`src/gpioPkg.sv`:
```
/*
 * GPIO shared definitions
 * Bus widths, register offsets and the slave address word layout
 */
package gpioPkg;

	// ----------------------------------------------------------------------
	// Bus geometry
	// ----------------------------------------------------------------------
	localparam int cUsiBusWidth = 32;
	localparam int cBlockWidth  = 8;
	localparam int cOffsetWidth = 16;

	// Register offsets within a block
	localparam logic [cOffsetWidth-1:0] cOffOutCtrl = 16'h0000;
	localparam logic [cOffsetWidth-1:0] cOffDir     = 16'h0004;
	localparam logic [cOffsetWidth-1:0] cOffAltMode = 16'h0008;
	// Read only, synchronized pad levels
	localparam logic [cOffsetWidth-1:0] cOffGpioIn  = 16'h0040;

	// ----------------------------------------------------------------------
	// Address word, seen raw or split into fields
	// ----------------------------------------------------------------------
	typedef union packed
	{
		logic [cUsiBusWidth-1:0] raw;
		struct packed
		{
			// Bit 31, not decoded
			logic                    rsvd;
			// Bit 30, write marker
			logic                    wrFlag;
			// Bits 29..24
			logic [5:0]              spare;
			logic [cBlockWidth-1:0]  block;
			logic [cOffsetWidth-1:0] offset;
		} field;
	} usiAdrsU;

endpackage

```
`src/gpioCsr.sv`:
```
/*
 * GPIO control and status registers
 * Decodes the slave bus address into write strobes, holds output level,
 * direction and alternate mode per pin, and returns a registered read word
 * including the synchronized pad inputs
 */
`timescale 1ns/10ps

module gpioCsr
	import gpioPkg::*;
#(
	parameter logic [cBlockWidth-1:0] pAdrsMap   = 8'h01,
	parameter int                     pGpioWidth = 5
)
(
	input  logic                    iSCLK,
	input  logic                    iSRST,
	// Slave bus
	input  usiAdrsU                 iUsiAdrs,
	input  logic [cUsiBusWidth-1:0] iUsiWd,
	output logic [cUsiBusWidth-1:0] oUsiRd,
	// Pad side read-back
	input  logic [pGpioWidth-1:0]   gpioInSync,
	// Control registers out to the pad block
	output logic [pGpioWidth-1:0]   gpioOutCtrl,
	output logic [pGpioWidth-1:0]   gpioDir,
	output logic [pGpioWidth-1:0]   gpioAltMode
);

	// Zero padding for read-back
	localparam int cPadWidth = cUsiBusWidth - pGpioWidth;

	logic                    blockHit;
	logic                    wrEn;
	logic                    wrOutCtrl;
	logic                    wrDir;
	logic                    wrAltMode;
	logic [cUsiBusWidth-1:0] rdNext;

	// ----------------------------------------------------------------------
	// Address decode
	// ----------------------------------------------------------------------
	// This instance owns the addressed block
	assign blockHit  = (iUsiAdrs.field.block == pAdrsMap);
	assign wrEn      = iUsiAdrs.field.wrFlag && blockHit;

	// One strobe per writable offset
	assign wrOutCtrl = wrEn && (iUsiAdrs.field.offset == cOffOutCtrl);
	assign wrDir     = wrEn && (iUsiAdrs.field.offset == cOffDir);
	assign wrAltMode = wrEn && (iUsiAdrs.field.offset == cOffAltMode);

	// ----------------------------------------------------------------------
	// Control registers
	// ----------------------------------------------------------------------
	always_ff @(posedge iSCLK)
	begin
		if (iSRST)
		begin
			// Pads start as inputs, pins owned by the alternate source
			gpioOutCtrl <= '0;
			gpioDir     <= '1;
			gpioAltMode <= '1;
		end
		else
		begin
			if (wrOutCtrl)
				gpioOutCtrl <= iUsiWd[pGpioWidth-1:0];
			if (wrDir)
				gpioDir <= iUsiWd[pGpioWidth-1:0];
			if (wrAltMode)
				gpioAltMode <= iUsiWd[pGpioWidth-1:0];
		end
	end

	// ----------------------------------------------------------------------
	// Read-back
	// ----------------------------------------------------------------------
	// Read mux, write flag ignored
	always_comb
	begin
		rdNext = '0;
		if (blockHit)
		begin
			case (iUsiAdrs.field.offset)
				cOffOutCtrl: rdNext = {{cPadWidth{1'b0}}, gpioOutCtrl};
				cOffDir:     rdNext = {{cPadWidth{1'b0}}, gpioDir};
				cOffAltMode: rdNext = {{cPadWidth{1'b0}}, gpioAltMode};
				cOffGpioIn:  rdNext = {{cPadWidth{1'b0}}, gpioInSync};
				// Unmapped offsets read as zero
				default:     rdNext = '0;
			endcase
		end
	end

	// Data returned one cycle after the address
	always_ff @(posedge iSCLK)
	begin
		if (iSRST)
			oUsiRd <= '0;
		else
			oUsiRd <= rdNext;
	end

	// ----------------------------------------------------------------------
	// Checks
	// ----------------------------------------------------------------------
	// Offsets are distinct, so one register per write cycle
	assert property (@(posedge iSCLK) disable iff (iSRST)
		$onehot0({wrOutCtrl, wrDir, wrAltMode}));

	// Read word stays known, pad inputs included
	assert property (@(posedge iSCLK) disable iff (iSRST)
		!$isunknown(oUsiRd));

endmodule

```
`src/gpioPort.sv`:
```
/*
 * GPIO pad block
 * Picks pad output and enable per pin from the control registers or the
 * alternate function, and brings pad inputs into the clock domain
 */
`timescale 1ns/10ps

module gpioPort
#(
	parameter int pGpioWidth = 5
)
(
	input  logic                  iSCLK,
	input  logic                  iSRST,
	// From the register block
	input  logic [pGpioWidth-1:0] gpioOutCtrl,
	input  logic [pGpioWidth-1:0] gpioDir,
	input  logic [pGpioWidth-1:0] gpioAltMode,
	// Alternate function source
	input  logic [pGpioWidth-1:0] iAltOut,
	input  logic [pGpioWidth-1:0] iAltOe,
	// Pads
	input  logic [pGpioWidth-1:0] iPadIn,
	output logic [pGpioWidth-1:0] oPadOut,
	output logic [pGpioWidth-1:0] oPadOe,
	// Synchronized input level
	output logic [pGpioWidth-1:0] gpioInSync,
	output logic [pGpioWidth-1:0] oAltIn
);

	// Synchronizer stages
	logic [pGpioWidth-1:0] padMeta;
	logic [pGpioWidth-1:0] padSync;

	// ----------------------------------------------------------------------
	// Output path
	// ----------------------------------------------------------------------
	// Purely combinational, a register write shows on the pads next cycle
	always_comb
	begin
		for (int i = 0; i < pGpioWidth; i++)
		begin
			if (gpioAltMode[i])
			begin
				// Pin handed to the alternate function
				oPadOut[i] = iAltOut[i];
				oPadOe[i]  = iAltOe[i];
			end
			else
			begin
				// Direction 1 is input, so enable is inverted
				oPadOut[i] = gpioOutCtrl[i];
				oPadOe[i]  = ~gpioDir[i];
			end
		end
	end

	// ----------------------------------------------------------------------
	// Input path
	// ----------------------------------------------------------------------
	// Two flops against metastability
	always_ff @(posedge iSCLK)
	begin
		if (iSRST)
		begin
			padMeta <= '0;
			padSync <= '0;
		end
		else
		begin
			padMeta <= iPadIn;
			padSync <= padMeta;
		end
	end

	// Same level feeds read-back and alternate function
	assign gpioInSync = padSync;
	assign oAltIn     = padSync;

	// ----------------------------------------------------------------------
	// Checks
	// ----------------------------------------------------------------------
	// Register-owned output pin must drive its pad
	assert property (@(posedge iSCLK) disable iff (iSRST)
		((~gpioAltMode & ~gpioDir & ~oPadOe) == '0));

endmodule

```
`src/gpioTop.sv`:
```
/*
 * GPIO subsystem top
 * Joins the register block on the slave bus to the pad block
 */
`timescale 1ns/10ps

module gpioTop
	import gpioPkg::*;
#(
	parameter logic [cBlockWidth-1:0] pAdrsMap   = 8'h01,
	parameter int                     pGpioWidth = 5
)
(
	input  logic                    iSCLK,
	input  logic                    iSRST,
	// Slave bus
	input  usiAdrsU                 iUsiAdrs,
	input  logic [cUsiBusWidth-1:0] iUsiWd,
	output logic [cUsiBusWidth-1:0] oUsiRd,
	// Pads
	input  logic [pGpioWidth-1:0]   iPadIn,
	output logic [pGpioWidth-1:0]   oPadOut,
	output logic [pGpioWidth-1:0]   oPadOe,
	// Alternate function
	input  logic [pGpioWidth-1:0]   iAltOut,
	input  logic [pGpioWidth-1:0]   iAltOe,
	output logic [pGpioWidth-1:0]   oAltIn
);

	// Register block to pad block
	logic [pGpioWidth-1:0] gpioOutCtrl;
	logic [pGpioWidth-1:0] gpioDir;
	logic [pGpioWidth-1:0] gpioAltMode;
	// Pad block back to register block
	logic [pGpioWidth-1:0] gpioInSync;

	gpioCsr #(
		.pAdrsMap   (pAdrsMap),
		.pGpioWidth (pGpioWidth)
	) i_gpioCsr (
		.iSCLK       (iSCLK),
		.iSRST       (iSRST),
		.iUsiAdrs    (iUsiAdrs),
		.iUsiWd      (iUsiWd),
		.oUsiRd      (oUsiRd),
		.gpioInSync  (gpioInSync),
		.gpioOutCtrl (gpioOutCtrl),
		.gpioDir     (gpioDir),
		.gpioAltMode (gpioAltMode)
	);

	gpioPort #(
		.pGpioWidth (pGpioWidth)
	) i_gpioPort (
		.iSCLK       (iSCLK),
		.iSRST       (iSRST),
		.gpioOutCtrl (gpioOutCtrl),
		.gpioDir     (gpioDir),
		.gpioAltMode (gpioAltMode),
		.iAltOut     (iAltOut),
		.iAltOe      (iAltOe),
		.iPadIn      (iPadIn),
		.oPadOut     (oPadOut),
		.oPadOe      (oPadOe),
		.gpioInSync  (gpioInSync),
		.oAltIn      (oAltIn)
	);

endmodule

```
`config.mk`:
```
export PLATFORM = sky130hd
export DESIGN_NAME = gpioTop
export DESIGN_NICKNAME = d
export VERILOG_FILES = /design/src/gpioPkg.sv /design/src/gpioCsr.sv /design/src/gpioPort.sv /design/src/gpioTop.sv
export SDC_FILE = /design/constraint.sdc
export NUM_CORES = 1
export LEC_CHECK = 0
export ABC_CLOCK_PERIOD_IN_PS = 3700
export BUFFER_PORTS_ARGS = -buffer_cell sky130_fd_sc_hd__buf_2
export CAP_MARGIN = 20
export CORE_MARGIN = 1
export CORE_UTILIZATION = 42
export CTS_BUF_LIST = sky130_fd_sc_hd__clkbuf_4
export DETAILED_ROUTE_END_ITERATION = 8
export GPL_TIMING_DRIVEN = 0
export PLACE_DENSITY = 0.87
export SLEW_MARGIN = 0
export SYNTH_ARGS = -nofsm -noshare
export SYNTH_HDL_FRONTEND = slang
export SYNTH_SLANG_ARGS = --single-unit
```
`constraint.sdc`:
```
create_clock -name iSCLK -period 3.7 [get_ports iSCLK]
set_clock_uncertainty 0.05 [all_clocks]
set_input_delay 0.37 -clock iSCLK [delete_from_list [all_inputs] [get_ports iSCLK]]
set_output_delay 0.37 -clock iSCLK [all_outputs]
set_load 0.005 [all_outputs]
```
==> Yosys cells after proc, flatten, opt, wreduce, memory -nomap -nowiden <==
Cells that the tools add are included.
{ "totals": {"ff_bits": 57, "in_bits": 81, "output_inout_bits": 47, "elab_cells": 33} }
{ "op_classes": {"eq_ne": 4, "n_mux": 11, "bitwise": 6, "reduce_logical": 6} }
{ "op_table": {"columns": ["operator", "n"], "rows": [
  ["$pmux W5 S4", 1],
  ["$eq A16 B3 Y1 const B", 1],
  ["$eq A16 B4 Y1 const B", 1],
  ["$eq A16 B7 Y1 const B", 1],
  ["$logic_not A16 Y1", 1],
  ["$mux W1", 10],
  ["$eq A8 B1 Y1 const B", 1],
  ["$not A1 Y1", 6],
  ["$logic_and A1 B1 Y1", 4],
  ["$reduce_or A2 Y1", 1]
]} }

==> Logic depth before layout (Yosys ltp) <==
{ "depth": {"ltp_word": 3, "ltp_mapped": 6, "mapped_depth_nobuf": 4} }

==> Cells and area by module <==
From an unflattened synthesis, not the netlist that was laid out.
{ "unflattened": {"hier_cells": 176, "area_unflattened_um2": 1686.6} }
{ "modules_own_cells": {"columns": ["module", "instances", "cells_per_inst", "area_each_um2", "seq_area_each_um2"], "rows": [
  ["gpioCsr", 1, 136, 1267.5, 400.4],
  ["gpioPort", 1, 40, 419.2, 200.2]
]} }

==> Worst setup path after synthesis <==
No wires, ideal clock.
{ "synth_path": {"kind": "in2reg", "start": "in iUsiAdrs[9] (netlist name)", "end": "reg i_gpioCsr.gpioOutCtrl[0]", "setup_time_ns": 0.132, "arrival_time_ns": 1.811, "t_required_ns": 3.518, "slack_ns": 1.707, "path_stages": 5, "path_buffers": 1, "cell_sequence": "or4_1 -> buf_2 -> or4_1 -> o21ai_0 -> a21oi_1"} }
{ "synth_via": {"elab_chain_cells": 2} }
{ "synth_lines": {"columns": ["element", "line", "source"], "rows": [
  ["from (decl)", "gpioTop.sv:17", "input usiAdrsU iUsiAdrs,"],
  ["$logic_not A16 Y1", "gpioCsr.sv:48", "assign wrOutCtrl = wrEn && (iUsiAdrs.field.offset == cOffOutCtrl);"],
  ["$logic_and A1 B1 Y1", "gpioCsr.sv:48", null],
  ["to (signal assigned)", "gpioCsr.sv:67", "gpioOutCtrl <= iUsiWd[pGpioWidth-1:0];"],
  ["to (decl)", "gpioCsr.sv:25", "output logic [pGpioWidth-1:0] gpioOutCtrl,"]
]} }
No other way between the ends.
A chain may end at the register's enable or synchronous reset.

==> Worst setup path after layout <==
{ "layout_path": {"start": "in iUsiAdrs[9] (netlist name)", "end": "reg i_gpioCsr.oUsiRd[2]"} }
{ "layout_via": {"elab_chain_cells": 2, "elab_cells_between_ends": 5, "classes_between": "eq/ne (3); mux (1); reduce/logical (1)"} }
{ "layout_lines": {"columns": ["element", "line", "source"], "rows": [
  ["$eq A16 B7 Y1, or another cell as far along", "gpioCsr.sv:84", "case (iUsiAdrs.field.offset)"],
  ["$pmux W5 S4 (*)", "gpioCsr.sv:84", null],
  ["to (signal assigned)", "gpioCsr.sv:101", "oUsiRd <= rdNext;"],
  ["to (decl)", "gpioCsr.sv:21", "output logic [cUsiBusWidth-1:0] oUsiRd,"]
]} }
Every way passes the cells marked *; elsewhere a longest branch is shown, timed or not.

==> key figures <==
Synthesis
  – Cells after Synth: 166
  – Cell variety after synth: 24
  – Post-synthesis area per instance: 9.13 sq um
  – Yosys reg bits: 30
  – Yosys warnings: 0
  – Sequential area share after synthesis: 0.396
  – Synth Cell Area: 0.00152 sq mm

Placed design
  – DPL Wire Length: 2630 um
  – Placed instance count: a little over 300
  – I/O Buffers: 66
  – Routability cong.: 0.857

Critical path
  – Slowest stage cell on the critical path: nor4_2
  – Critical-path cell list: buf_2 > or4_1 > buf_2 > nor4_2 > o41ai_1 > clkbuf_2 > a21oi_1
  – CP max stage delay: 650 ps
  – CP endpoint kind: register
  – Crit path buffers/inverters: 3
  – Worst Setup Start Kind: input port
  – Setup CP Type: input port to register
  – Top cell family by delay on the critical path: simple AND/OR/NAND/NOR gates
  – Data required time of the worst path: 3930 ps
  – Top cell by count, worst path: buf_2
  – WP data arrival: 2320 ps
  – Worst-path maximum fanout: 6

Clock tree
  – Clk sink count: 30
  – Clock latency on the worst-skew pair: 340 ps
  – Clk buf depth: 2
  – Htree depth: 2
  – Num CTS Buffers: 5
  – TritonCTS clock tree: done
  – # resized after CTS: 0
  – Root Driver: clkbuf_4
  – Clk slew on worst S/H paths: 100 ps
  – Post-CTS Setup Bufs: 0
  – CTS Hold Bufs: 0

Timing
  – Setup Viol. Count Final: 0
  – Max Slew Vio Count: 0
  – Final Cycle Share: 0.566
  – Worst slew pin tran: 714 ps
  – Final hold vios: 0
  – Slew HR: 0.520
  – RSZ-0062 raised after global routing: false
  – Worst hold slack: 184 ps
  – Max Clock Freq: approximately 480 MHz
  – Fin Setup TNS: 0 ps
  – Final Critical Period: roughly 2100 ps

Global routing
  – Initial antenna violation count: 0
  – GRT Total Usage: 0.198
  – Largest net degree at the start of global routing: 11
  – Gr ovfl total: 0
  – Vias in the first global route: 1243
  – First-pass GRT wire length: 5380 um

Layout
  – Fin cells: 313
  – Inserted Diodes: 0
  – Share of layout cells above drive strength 1: 0.434
  – Post-layout nets: 347
  – Area grow syn2layout: 35.9%

Die
  – Initial Utilization: 0.447
  – Die X: 62.1 um
  – Die footprint: 0.00385 sq mm
  – IO Count: 128
  – Core area: 0.00339 sq mm
  – Die Ht: 62.1 um
  – Row count: 21

Routing
  – DRT Pass-1 Iters: 4
  – Via count: about 1500
  – Avg WL per Cell: roughly 11 um
  – Vias per inst: approximately 4.7
  – Antenna Nets Post-Route: 0
  – DRT iter0 DRCs: 68
  – DRC: 0
  – Final wirelength: 3590 um

Power
  – Worst vdd ir: 0.234 mV
  – Pwr dens: 291 mW/mm^2
  – Leakage power: 0.961 nW
  – Final Power: 0.600 mW

Run status
  – Status: finished clean

Worst hold path
  – Hold WC Path Type: input port to register

Run
  – Max-cap viol count: 0
==> kinds of logic (layout without fill, tap and decap cells) <==
logic type | after synthesis | in the layout | synth area share
flops | 30 | 30 | 0.396
other cells | 1 | 27 | 0.00247
buf+inv | 36 | 111 | 0.161
compound gates | 46 | 46 | 0.196
simple gates | 48 | 48 | 0.207
mux | 5 | 5 | 0.0372
==> Yosys cell counts, drive strengths merged <==
library cell	n	area [sq um]
mux2	5	56.3
or4b	3	30.0
and3	2	12.5
nand3	16	80.1
a21boi	5	37.5
buf	31	225
dfxtp	30	601
or4	6	48.8
nor2b	10	62.6
a22oi	10	75.1
conb	1	3.75
nand2	5	18.8
nor4b	1	8.76
inv	1	3.75
clkbuf	4	15.0
a311o	5	50.1
nor4	5	52.6
o21ai	15	75.1
a21oi	10	50.1
o41ai	1	8.76
==> sequential cells by signal (all words and copies together), names as in the netlist <==
signal and cells:
i_gpioCsr.oUsiRd 5, i_gpioPort.gpioInSync 5, i_gpioCsr.gpioOutCtrl 5, i_gpioCsr.gpioDir 5
i_gpioCsr.gpioAltMode 5, i_gpioPort.padMeta 5
==> cells in the final DEF (no fill, tap or decap), types with 3 or more instances in the layout <==
cell type  netlist  layout
nand3_1         16      16
nor4_1           3       3
nor2b_1         10      10
dfxtp_1         30      30
a311o_1          5       5
buf_2            3      69
buf_4           28      28
mux2_2           5       5
conb_1           1      27
or4_1            5       5
a21oi_1         10      10
a22oi_1         10      10
clkbuf_1         4       4
o21ai_0         15      15
clkbuf_4         0       5
nand2_1          5       5
or4b_2           3       3
a21boi_1         5       5
==> power breakdown <==
| group | leakage (nW) | switching [mW] | internal, mW |
|---|---|---|---|
| clock network | 0.0286 | 0.119 | 0.0705 |
| logic | 0.688 | 0.0320 | 0.0488 |
| registers | 0.244 | 0.00174 | 0.328 |
==> metal layers <==
layer,GRT usage,vias up,wire length [um]
li1,-,761,-
met1,0.241,651,1540
met2,0.328,65,1730
met3,0.0414,5,274
met4,0.105,0,54
met5,0,-,0
==> worst paths after layout <==
| kind | startpoint | end | slack [ps] | cells past startpoint |
|---|---|---|---|---|
| worst max-delay path | iUsiAdrs[9] | i_gpioCsr.oUsiRd[2] | 1610 | 7 |
| worst min-delay path | iPadIn[4] | i_gpioPort.padMeta[4] | 180 | 2 |
| worst max register to register | i_gpioCsr.gpioAltMode[4] | i_gpioCsr.gpioAltMode[4] | 2710 | 2 |
| worst min register to register | i_gpioPort.padMeta[3] | i_gpioPort.gpioInSync[3] | 390 | 1 |
==> cell type report <==
cell class	count	area, sq um
Multi-Input combinational cell	126	768
Tap cell	46	57.6
Timing Repair Buffer	67	335
Clock inverter	3	16.3
Sequential cell	30	601
Fill cell	279	1330
Clock buffer	5	37.5
Buffer	35	240
Inverter	1	3.75
==> metrics by stage <==
stage,setup WS (ps),cell area [sq um],util
after global placement,1280,2000,0.590
after floorplan,1710,1610,-
after detailed placement,1250,2000,0.590
after CTS,1600,2050,0.606
final,1610,2060,0.608
after global routing,1450,2060,0.608
Power figures use the tool's default switching activity.
